## src/logic/controlPkg.sv

```systemverilog
// Machine timing definitions: major state, sub-cycle and status flag positions
package controlPkg;

	typedef enum logic {
		fetch,
		execute
	} state_t;

	// Fetch uses cycle0..3, execute starts in cycle4
	typedef enum logic [2:0] {
		cycle0,
		cycle1,
		cycle2,
		cycle3,
		cycle4
	} stateSub_t;

	// Status register bit positions
	localparam int flagZ = 0;
	localparam int flagC = 1;
	localparam int flagV = 2;
	localparam int flagN = 3;

endpackage

```

## src/logic/isaPkg.sv

```systemverilog
// Instruction set definitions: opcodes, branch codes, datapath selects and field widths
package isaPkg;

	localparam int opcodeWidth = 5;
	localparam int branchWidth = 3;
	localparam int flagWidth = 4;

	// Unused codes above BRANCH decode as no-ops
	typedef enum logic [opcodeWidth-1:0] {
		ADD,
		ADDI,
		ADDIB,
		ADC,
		ADCI,
		SUB,
		SUBI,
		SUBIB,
		SUC,
		SUCI,
		CMP,
		CMPI,
		AND,
		OR,
		XOR,
		NOT,
		NAND,
		NOR,
		LSL,
		LSR,
		ASR,
		NEG,
		LUI,
		LLI,
		LDW,	// Five cycle memory ops
		STW,
		BRANCH	// Condition in low three bits
	} opcode_t;

	typedef enum logic [branchWidth-1:0] {
		BR  = 3'd0,
		JMP = 3'd1,
		RET = 3'd2,
		BWL = 3'd3,
		BNE = 3'd4,
		BE  = 3'd5,
		BLT = 3'd6,
		BGE = 3'd7
	} branch_t;

	// Datapath multiplexer selects
	typedef enum logic [1:0] {Pc1, PcAluOut, PcSysbus} pcSel_t;
	typedef enum logic {Op1Rd1, Op1Pc} op1Sel_t;
	typedef enum logic [1:0] {Op2Imm, Op2Rd2, Op2zero} op2Sel_t;
	typedef enum logic {ImmLong, ImmShort} immSel_t;
	typedef enum logic {LrSys, LrPc} lrSel_t;
	typedef enum logic {Rs1Ra, Rs1Rd} rs1Sel_t;
	typedef enum logic {WdAlu, WdSys} wdSel_t;

endpackage
```

## src/logic/control.sv

```systemverilog
// Processor control unit top level splitting the opcode byte and joining sequencer, flags and decode
`timescale 1ns/1ns

module control import isaPkg::*, controlPkg::*; (
	input  logic                             Clock,
	input  logic                             nReset,
	input  logic [flagWidth-1:0]             Flags,
	input  logic                             nWait,
	input  logic [opcodeWidth+branchWidth-1:0] OpcodeCondIn,
	output logic                             ALE,
	output logic                             AluEn,
	output logic                             AluWe,
	output logic                             CFlag,
	output logic                             ENB,
	output logic                             IrWe,
	output logic                             LrEn,
	output logic                             LrWe,
	output logic                             MemEn,
	output logic                             nME,
	output logic                             nOE,
	output logic                             nWE,
	output logic                             PcEn,
	output logic                             PcWe,
	output logic                             RegWe,
	output pcSel_t                           PcSel,
	output op1Sel_t                          Op1Sel,
	output op2Sel_t                          Op2Sel,
	output immSel_t                          ImmSel,
	output lrSel_t                           LrSel,
	output rs1Sel_t                          Rs1Sel,
	output wdSel_t                           WdSel
);

	opcode_t opcode;
	branch_t branchCode;
	logic memAccess;
	logic branchTaken;
	logic statusWe;
	state_t state;
	stateSub_t stateSub;

	// Opcode in upper bits, condition below
	assign opcode = opcode_t'(OpcodeCondIn[opcodeWidth+branchWidth-1:branchWidth]);
	assign branchCode = branch_t'(OpcodeCondIn[branchWidth-1:0]);
	assign memAccess = (opcode == LDW) || (opcode == STW);

	cycleSequencer i_cycleSequencer (.Clock, .nReset, .nWait, .memAccess, .state, .stateSub);

	statusFlags i_statusFlags (.Clock, .nReset, .statusWe, .Flags, .branchCode, .branchTaken, .CFlag);

	controlDecode i_controlDecode (
		.state, .stateSub, .opcode, .branchCode, .branchTaken,
		.ALE, .AluEn, .AluWe, .ENB, .IrWe, .LrEn, .LrWe, .MemEn,
		.nME, .nOE, .nWE, .PcEn, .PcWe, .RegWe, .statusWe,
		.PcSel, .Op1Sel, .Op2Sel, .ImmSel, .LrSel, .Rs1Sel, .WdSel
	);

endmodule

```

## src/logic/controlDecode.sv

```systemverilog
// Control decode from machine phase and opcode to datapath and memory control lines
`timescale 1ns/1ns

module controlDecode import isaPkg::*, controlPkg::*; (
	input  state_t    state,
	input  stateSub_t stateSub,
	input  opcode_t   opcode,
	input  branch_t   branchCode,
	input  logic      branchTaken,
	output logic      ALE,
	output logic      AluEn,
	output logic      AluWe,
	output logic      ENB,
	output logic      IrWe,
	output logic      LrEn,
	output logic      LrWe,
	output logic      MemEn,
	output logic      nME,
	output logic      nOE,
	output logic      nWE,
	output logic      PcEn,
	output logic      PcWe,
	output logic      RegWe,
	output logic      statusWe,
	output pcSel_t    PcSel,
	output op1Sel_t   Op1Sel,
	output op2Sel_t   Op2Sel,
	output immSel_t   ImmSel,
	output lrSel_t    LrSel,
	output rs1Sel_t   Rs1Sel,
	output wdSel_t    WdSel
);

	always_comb begin
		ALE = 1'b0;
		AluEn = 1'b0;
		AluWe = 1'b0;
		ENB = 1'b0;
		IrWe = 1'b0;
		LrEn = 1'b0;
		LrWe = 1'b0;
		MemEn = 1'b0;
		nME = 1'b1;
		nOE = 1'b1;
		nWE = 1'b1;
		PcEn = 1'b0;
		PcWe = 1'b0;
		RegWe = 1'b0;
		statusWe = 1'b0;
		PcSel = Pc1;
		Op1Sel = Op1Rd1;
		Op2Sel = Op2Imm;
		ImmSel = ImmLong;
		LrSel = LrSys;
		Rs1Sel = Rs1Ra;
		WdSel = WdAlu;
		if (state == fetch) begin
			case (stateSub)
				cycle0: begin
					ALE = 1'b1;	// PC out as address
					PcEn = 1'b1;
				end
				cycle1: begin
					nME = 1'b0;
					MemEn = 1'b1;
					PcEn = 1'b1;
				end
				cycle2: begin
					nME = 1'b0;
					nOE = 1'b0;
					MemEn = 1'b1;
					ENB = 1'b1;
					IrWe = 1'b1;
				end
				cycle3: begin
					nOE = 1'b0;
					MemEn = 1'b1;
					ENB = 1'b1;
				end
				default: ;
			endcase
		end else if (stateSub == cycle4) begin
			case (opcode)
				ADD, SUB, CMP, AND, OR, XOR, NAND, NOR,
				ADDI, SUBI, CMPI, LSL, LSR, ASR,
				ADDIB, SUBIB, ADC, ADCI, SUC, SUCI, NOT, NEG: begin
					PcEn = 1'b1;
					PcWe = 1'b1;
					statusWe = 1'b1;
					RegWe = (opcode != CMP) && (opcode != CMPI);	// Compare only sets flags
					if (opcode inside {ADD, SUB, CMP, AND, OR, XOR, NAND, NOR})
						Op2Sel = Op2Rd2;
					if (opcode inside {ADDI, SUBI, CMPI, LSL, LSR, ASR})
						ImmSel = ImmShort;
					if (opcode inside {ADDIB, SUBIB})
						Rs1Sel = Rs1Rd;	// Byte immediate reads through Rd
				end
				LUI, LLI: begin
					AluEn = 1'b1;
					RegWe = 1'b1;
					PcWe = 1'b1;
					Rs1Sel = Rs1Rd;
				end
				LDW, STW: begin
					AluEn = 1'b1;	// Address sum
					AluWe = 1'b1;
					ImmSel = ImmShort;
				end
				BRANCH:
					case (branchCode)
						RET: begin
							LrEn = 1'b1;
							PcWe = 1'b1;
							PcSel = PcSysbus;
						end
						JMP: begin
							ImmSel = ImmShort;
							PcWe = 1'b1;
							PcSel = PcAluOut;
						end
						default: begin
							AluEn = 1'b1;
							PcWe = 1'b1;
							Op1Sel = Op1Pc;	// PC relative target
							if (branchTaken) begin
								PcSel = PcAluOut;
								if (branchCode == BWL) begin
									LrWe = 1'b1;
									LrSel = LrPc;
								end
							end
						end
					endcase
				default: begin
					PcEn = 1'b1;	// Unused code skips ahead
					PcWe = 1'b1;
				end
			endcase
		end else begin
			// Memory cycles of LDW and STW
			case (stateSub)
				cycle0: begin
					ALE = 1'b1;
					AluEn = 1'b1;
					ImmSel = ImmShort;
				end
				cycle1: begin
					nME = 1'b0;
					AluEn = 1'b1;
					AluWe = 1'b1;
					Op2Sel = Op2zero;
					Rs1Sel = Rs1Rd;
					MemEn = (opcode == LDW);
				end
				cycle2: begin
					nME = 1'b0;
					if (opcode == LDW) begin
						nOE = 1'b0;
						MemEn = 1'b1;
						ENB = 1'b1;
						RegWe = 1'b1;
						WdSel = WdSys;
					end else begin
						AluEn = 1'b1;	// Store data onto bus
						Op2Sel = Op2zero;
					end
				end
				cycle3: begin
					PcWe = 1'b1;	// Access complete, step PC once
					if (opcode == LDW) begin
						nOE = 1'b0;
						MemEn = 1'b1;
					end else begin
						nWE = 1'b0;
						AluEn = 1'b1;
						Op2Sel = Op2zero;
					end
				end
				default: ;
			endcase
		end
	end

endmodule

```

## src/logic/statusFlags.sv

```systemverilog
// Status flag register with branch condition evaluation
`timescale 1ns/1ns

module statusFlags import isaPkg::*, controlPkg::*; (
	input  logic                 Clock,
	input  logic                 nReset,
	input  logic                 statusWe,
	input  logic [flagWidth-1:0] Flags,
	input  branch_t              branchCode,
	output logic                 branchTaken,
	output logic                 CFlag
);

	logic [flagWidth-1:0] status;

	always_ff @(posedge Clock or negedge nReset) begin
		if (!nReset)
			status <= '0;
		else if (statusWe)
			status <= Flags;	// Loaded from ALU
	end

	assign CFlag = status[flagC];

	// Uses flags left by the previous ALU op
	always_comb begin
		case (branchCode)
			BR, BWL: branchTaken = 1'b1;
			BNE:     branchTaken = ~status[flagZ];
			BE:      branchTaken = status[flagZ];
			BLT:     branchTaken = status[flagN] ^ status[flagV];
			BGE:     branchTaken = ~(status[flagN] ^ status[flagV]);
			default: branchTaken = 1'b0;
		endcase
	end

endmodule

```

## src/logic/cycleSequencer.sv

```systemverilog
// Cycle sequencer stepping fetch and execute sub-cycles with memory wait states
`timescale 1ns/1ns

module cycleSequencer import controlPkg::*; (
	input  logic      Clock,
	input  logic      nReset,
	input  logic      nWait,
	input  logic      memAccess,
	output state_t    state,
	output stateSub_t stateSub
);

	always_ff @(posedge Clock or negedge nReset) begin
		if (!nReset) begin
			state <= fetch;
			stateSub <= cycle0;
		end else begin
			case (state)
				fetch:
					case (stateSub)
						cycle0: stateSub <= cycle1;
						cycle1: stateSub <= cycle2;
						cycle2: if (nWait) stateSub <= cycle3;	// Hold for slow memory
						cycle3: begin
							state <= execute;
							stateSub <= cycle4;
						end
						default: stateSub <= cycle0;
					endcase
				execute:
					case (stateSub)
						cycle4: begin
							// Only loads and stores need the bus again
							if (!memAccess)
								state <= fetch;
							stateSub <= cycle0;
						end
						cycle0: stateSub <= cycle1;
						cycle1: stateSub <= cycle2;
						cycle2: if (nWait) stateSub <= cycle3;
						cycle3: begin
							state <= fetch;
							stateSub <= cycle0;
						end
						default: begin
							state <= fetch;
							stateSub <= cycle0;
						end
					endcase
				default: begin
					state <= fetch;
					stateSub <= cycle0;
				end
			endcase
		end
	end

endmodule

```

## config.mk

```make
export PLATFORM = sky130hd
export DESIGN_NAME = control
export DESIGN_NICKNAME = d
export VERILOG_FILES = /design/src/logic/controlPkg.sv /design/src/logic/isaPkg.sv /design/src/logic/control.sv /design/src/logic/controlDecode.sv /design/src/logic/statusFlags.sv /design/src/logic/cycleSequencer.sv
export SDC_FILE = /design/constraint.sdc
export NUM_CORES = 1
export LEC_CHECK = 0
export BUFFER_PORTS_ARGS = -buffer_cell sky130_fd_sc_hd__buf_2
export CAP_MARGIN = 20
export CORE_UTILIZATION = 49
export CTS_BUF_LIST = sky130_fd_sc_hd__clkbuf_4
export DETAILED_ROUTE_END_ITERATION = 16
export GPL_TIMING_DRIVEN = 0
export HOLD_SLACK_MARGIN = 0.15
export MAX_ROUTING_LAYER = met4
export PLACE_DENSITY = 0.92
export REMOVE_ABC_BUFFERS = 1
export SETUP_SLACK_MARGIN = 0.2
export SYNTH_ARGS = -nofsm -noshare
export SYNTH_HDL_FRONTEND = slang
export SYNTH_SLANG_ARGS = --single-unit
```

## constraint.sdc

```tcl
create_clock -name Clock -period 1.6 [get_ports Clock]
set_input_delay 0.16 -clock Clock [delete_from_list [all_inputs] [get_ports Clock]]
set_output_delay 0.16 -clock Clock [all_outputs]
set_load 0.005 [all_outputs]
```

==> results by group, run 1 <==
Outcome
  • Status: aborted with a tool error
  • Halt Stage: global routing (5_1_grt)
  • Log Error: [ERROR DPL-0033] detailed placement checks failed during check placement.

Placement
  • Port-buffer cells: 38
  • Placed instance count: 172
  • Post-DP HPWL: 1.60 mm
  • GP Congestion: 0.859

Logic synthesis
  • Synthesis-stage register bit count: 8
  • Synthesized area: 893 µm²
  • Post-synth cell types: 45
  • Sequential fraction of the synthesis area: 22.4%
  • EDFF count, synth: 0
  • Syn Area/Cell: 7.51 µm²
  • Mapped Cells: 119
  • Async set-or-reset flop fraction in the synthesized netlist: 100%
  • Warning count from the yosys run: 0
  • Synth Flop Type: dfrtp_1

Floorplan
  • # rows: 15
  • Die W: 44.7 µm
  • Die height: 44.7 µm
  • Initial Util: 51.7%
  • I/O pin total: 39

Clocking
  • Htree depth: 1
  • CTS max path bufs: 2
  • # clock sinks: 8
  • CTS Buf Count: 3
  • Root Buffer: clkbuf_4

Global route
  • Largest net degree at the start of global routing: 15
  • Initial antenna violation count: 0

Timing
  • Worst EP Category: top-level output
  • GRT worst endpoint: LrWe
[through the flow]
stage	hold slack, ps	setup TNS [ps]	setup WS [ps]	instance area [µm²]
CTS	159	-180	-55.7	1520
detailed placement	9.27	-2340	-328	1060
global placement	1.60	-1720	-261	1060
floorplan	-136	-181	-90.5	836
[Yosys cell counts (all sizes together) (3+ instances only)]
master  count  share of area (%)
dfrtp       8                 22
buf        10                6.4
o21ai       6                3.4
nor2       15                6.3
mux2        4                5.0
nor2b       4                2.8
nand2       4                1.7
nor3        6                3.4
nor4        4                2.8
a211oi      3                2.5
inv         7                2.9
a21oi      10                6.0
nand3       3                1.7
xor2        3                2.9
nand2b      4                2.8
[logic make-up after synthesis]
group / synth area share [%]
AO/OA/AOI/OAI: 22.4
XOR/XNOR: 3.92
buffers and inverters: 9.80
flip-flops: 22.4
multiplexers: 6.16
AND/OR/NAND/NOR: 35.3
[what timing repair did]
action,4_1_cts
hold buffers,5
pin swaps,13
hold endpoints to repair,12
gates resized for setup,56
cloned,0
setup buffers,20
setup endpoints to repair,26
==> inputs of run 2 (changes only) <==
Settings changed: CORE_AREA from default to 2 2 63 65, CORE_UTILIZATION 49 to default, CTS_BUF_LIST sky130_fd_sc_hd__clkbuf_4 to default, DIE_AREA from default to 0 0 65 67, HOLD_SLACK_MARGIN 0.15 to default, MAX_ROUTING_LAYER met4 to default, PLACE_DENSITY 0.92 to default, PLACE_DENSITY_LB_ADDON from default to 0.15, SETUP_SLACK_MARGIN 0.2 to default.
==> run 2 against run 1 <==
Effect of this change:
- the flow now finishes, with violations (negative setup slack)
- synthesized cell count unchanged
- synthesized area unchanged
==> results by group, run 2 <==
Cells and area
  • Max reg flops: 4
  • Area delta synth->final: 50.0%
  • Final net count: 180
  • Largest regs: i_statusFlags.status: 4 flops, i_cycleSequencer.stateSub: 3 flops, i_cycleSequencer.state: 1 flops
  • Number of diodes: 0
  • Layout cells sized above 1: 50.3%
  • Most common cell after layout, fill and taps aside: buf_2
  • Largest Register: i_statusFlags.status
  • Design Area, Final: 1340 µm²
  • Most frequent cells in the layout: 38 x buf_2, 12 x nor2_1, 10 x buf_4

Clocking
  • CTS max path bufs: 2
  • Root Buffer: clkbuf_8
  • Clock Latency Late Sink: 220 ps
  • CTS tree: built
  • # clock sinks: 8
  • Clock transition at path regs: 40 ps
  • Htree depth: 1
  • CTS Buf Count: 3

Timing
  • Setup WS post-layout: -25.8 ps
  • Final hold violations: 0
  • Final worst path period share: 102%
  • Setup_tns: -31.6 ps
  • Hold_ws: 170 ps
  • RSZ-0062 raised after global routing: yes
  • Slew Viols, Final: 0
  • Count of final setup violators: 2
  • Worst Max-Slew Pin Slew: 341 ps
  • Final min period: 1630 ps
  • Setup Skew: 3.23 ps
  • Relative slew slack: 77.3%
  • Fmax: 615 MHz

Critical path
  • Worst r2r dst: i_statusFlags.status[0]$_DFFE_PN0P_
  • Reg2reg start: i_cycleSequencer.stateSub[0]$_DFF_PN0_
  • Setup Crit Path Kind: flip-flop to output port
  • Setup slack, reg-to-reg: 110 ps
  • CP Launch Type: flip-flop
  • Worst r2r path cells: 5
  • Crit Path Max Fanout: 9
  • Critical-path cell list: buf_6 -> buf_4 -> a2111oi_2 -> buf_2
  • WP data required: 1440 ps
  • Largest stage delay on the critical path: 430 ps
  • Delay-heaviest family, CP: buffers and inverters
  • Worst setup EP type: output port
  • CP bufs+invs: 3
  • Worst path slowest cell: dfrtp_2
  • Worst path depth: 4
  • Critical Path AT: 1470 ps

Global route
  • Number of global-route vias before repair: 902
  • Overflow after GRT: 0
  • Initial antenna violation count: 0
  • Gr usage total: 11.7%
  • Largest net degree at the start of global routing: 15
  • First-pass GRT wire length: 4.15 mm

Outcome
  • Failing checks: negative setup slack
  • Status: finished with violations

Power
  • Tot Pwr: 1930 µW
  • Leakage: 0.000617 µW
  • PwrDens: 1440 nW/µm²
  • Max VDD drop: 0.841 mV

Logic synthesis
  • Syn Area/Cell: 7.51 µm²
  • Mapped Cells: 119
  • Synth area leader: dfrtp_1
  • Commonest cells in the netlist: 15 x nor2_1, 9 x a21oi_1, 8 x dfrtp_1
  • Synthesized area: 893 µm²
  • Top area cells in the synthesized netlist: dfrtp_1 22%, nor2_1 6.3%, a21oi_1 5.0%, mux2_2 5.0%, buf_2 3.9%
  • Warning count from the yosys run: 0
  • Sequential fraction of the synthesis area: 22.4%
  • Most common cell in the netlist: nor2_1
  • Post-synth cell types: 45
  • Synth Flop Type: dfrtp_1
  • EDFF count, synth: 0
  • Synthesis-stage register bit count: 8
  • Async set-or-reset flop fraction in the synthesized netlist: 100%
  • Area share of the largest cell type after synthesis: 22.4%

Floorplan
  • Initial Util: 24.8%
  • Core Area: 3610 µm²
  • Die height: 67 µm
  • I/O pin total: 39
  • # rows: 22
  • Die W: 65 µm
  • Die area: 4360 µm²

Job
  • Max-cap violations: 0

Hold path
  • Worst Hold End: i_statusFlags.status[1]$_DFFE_PN0P_
  • Worst min path class: input pin to flip-flop
  • Hold depth: 2
  • HP Start: Flags[1]

Detailed routing
  • Routed Antenna Nets: 0
  • Drc violations: 0
  • Pre-antenna DRT Iters: 4
  • Via count: 1032
  • Routed len/inst: 12.7 µm
  • Via density: 4.89
  • WL final: 2.68 mm
  • Initial DRC count: 67

Placement
  • Pre-CTS WS: -377 ps
  • GP Congestion: 0.825
  • Dpl cell area: 1090 µm²
  • Port-buffer cells: 38
  • Post-DP HPWL: 1.81 mm
## run 2: cell counts after synthesis
Identical to the previous run, type by type.
## run 2: how the worst max path moves through the flow
stage | from | endpoint | slack [ps]
finish | i_cycleSequencer.stateSub[1]$_DFF_PN0_ | Op2Sel[1] | -30
CTS | i_cycleSequencer.stateSub[0]$_DFF_PN0_ | LrSel | -2
floorplan | i_cycleSequencer.stateSub[1]$_DFF_PN0_ | LrSel | -90
global route | i_cycleSequencer.stateSub[1]$_DFF_PN0_ | Op2Sel[1] | -80
global placement | i_cycleSequencer.stateSub[0]$_DFF_PN0_ | LrWe | -350
detailed placement | i_cycleSequencer.stateSub[1]$_DFF_PN0_ | LrWe | -380
## run 2: cell type report
cell class,count,area (µm²)
clock buffers,3,41.3
fillers,374,2270
inverters,8,35.0
multi-input cells,93,701
flip-flops and latches,8,205
well taps,48,60.1
repair buffers,51,298
## run 2: what timing repair did
item                                    4_1_cts  5_1_grt
endpoints found under the setup margin       24       13
hold endpoints to repair                      8        0
buffers inserted                             10        2
pin swaps                                     4        0
hold buffers                                  1        0
resized for setup                            18        9
## run 2: per-stage QoR
| step | std cells | utilization (%) |
|---|---|---|
| floorplan | 109 | - |
| global placement | 195 | 30.1 |
| detailed placement | 195 | 30.1 |
| CTS | 209 | 35.7 |
| global route | 211 | 37.2 |
| finish | 211 | 37.2 |
## run 2: kinds of logic (layout without fill, tap and decap cells)
logic type / count (synthesis) / count (layout) / synth area share (%)
XOR/XNOR: 4 / 4 / 3.92
AO/OA/AOI/OAI: 31 / 31 / 22.4
multiplexers: 5 / 5 / 6.16
buffers and inverters: 18 / 62 / 9.80
AND/OR/NAND/NOR: 53 / 53 / 35.3
flip-flops: 8 / 8 / 22.4
## run 2: routing by layer
| layer | share of wire [%] | wire length [µm] | track usage, % | up-vias |
|---|---|---|---|---|
| li1 | - | - | - | 515 |
| met1 | 49 | 1310 | 17.2 | 496 |
| met2 | 47 | 1270 | 18.7 | 21 |
| met3 | 3.7 | 100 | 0.845 | 0 |
| met4 | 0 | 0 | 2.39 | 0 |
| met5 | 0 | 0 | 0 | - |
## run 2: power breakdown
group | leakage, µW | internal, µW | switching (µW)
Combinational | 0.000502 | 631 | 626
Sequential | 0.0000935 | 313 | 127
Clock | 0.0000216 | 162 | 70.3
(Power assumes the default switching activity.)
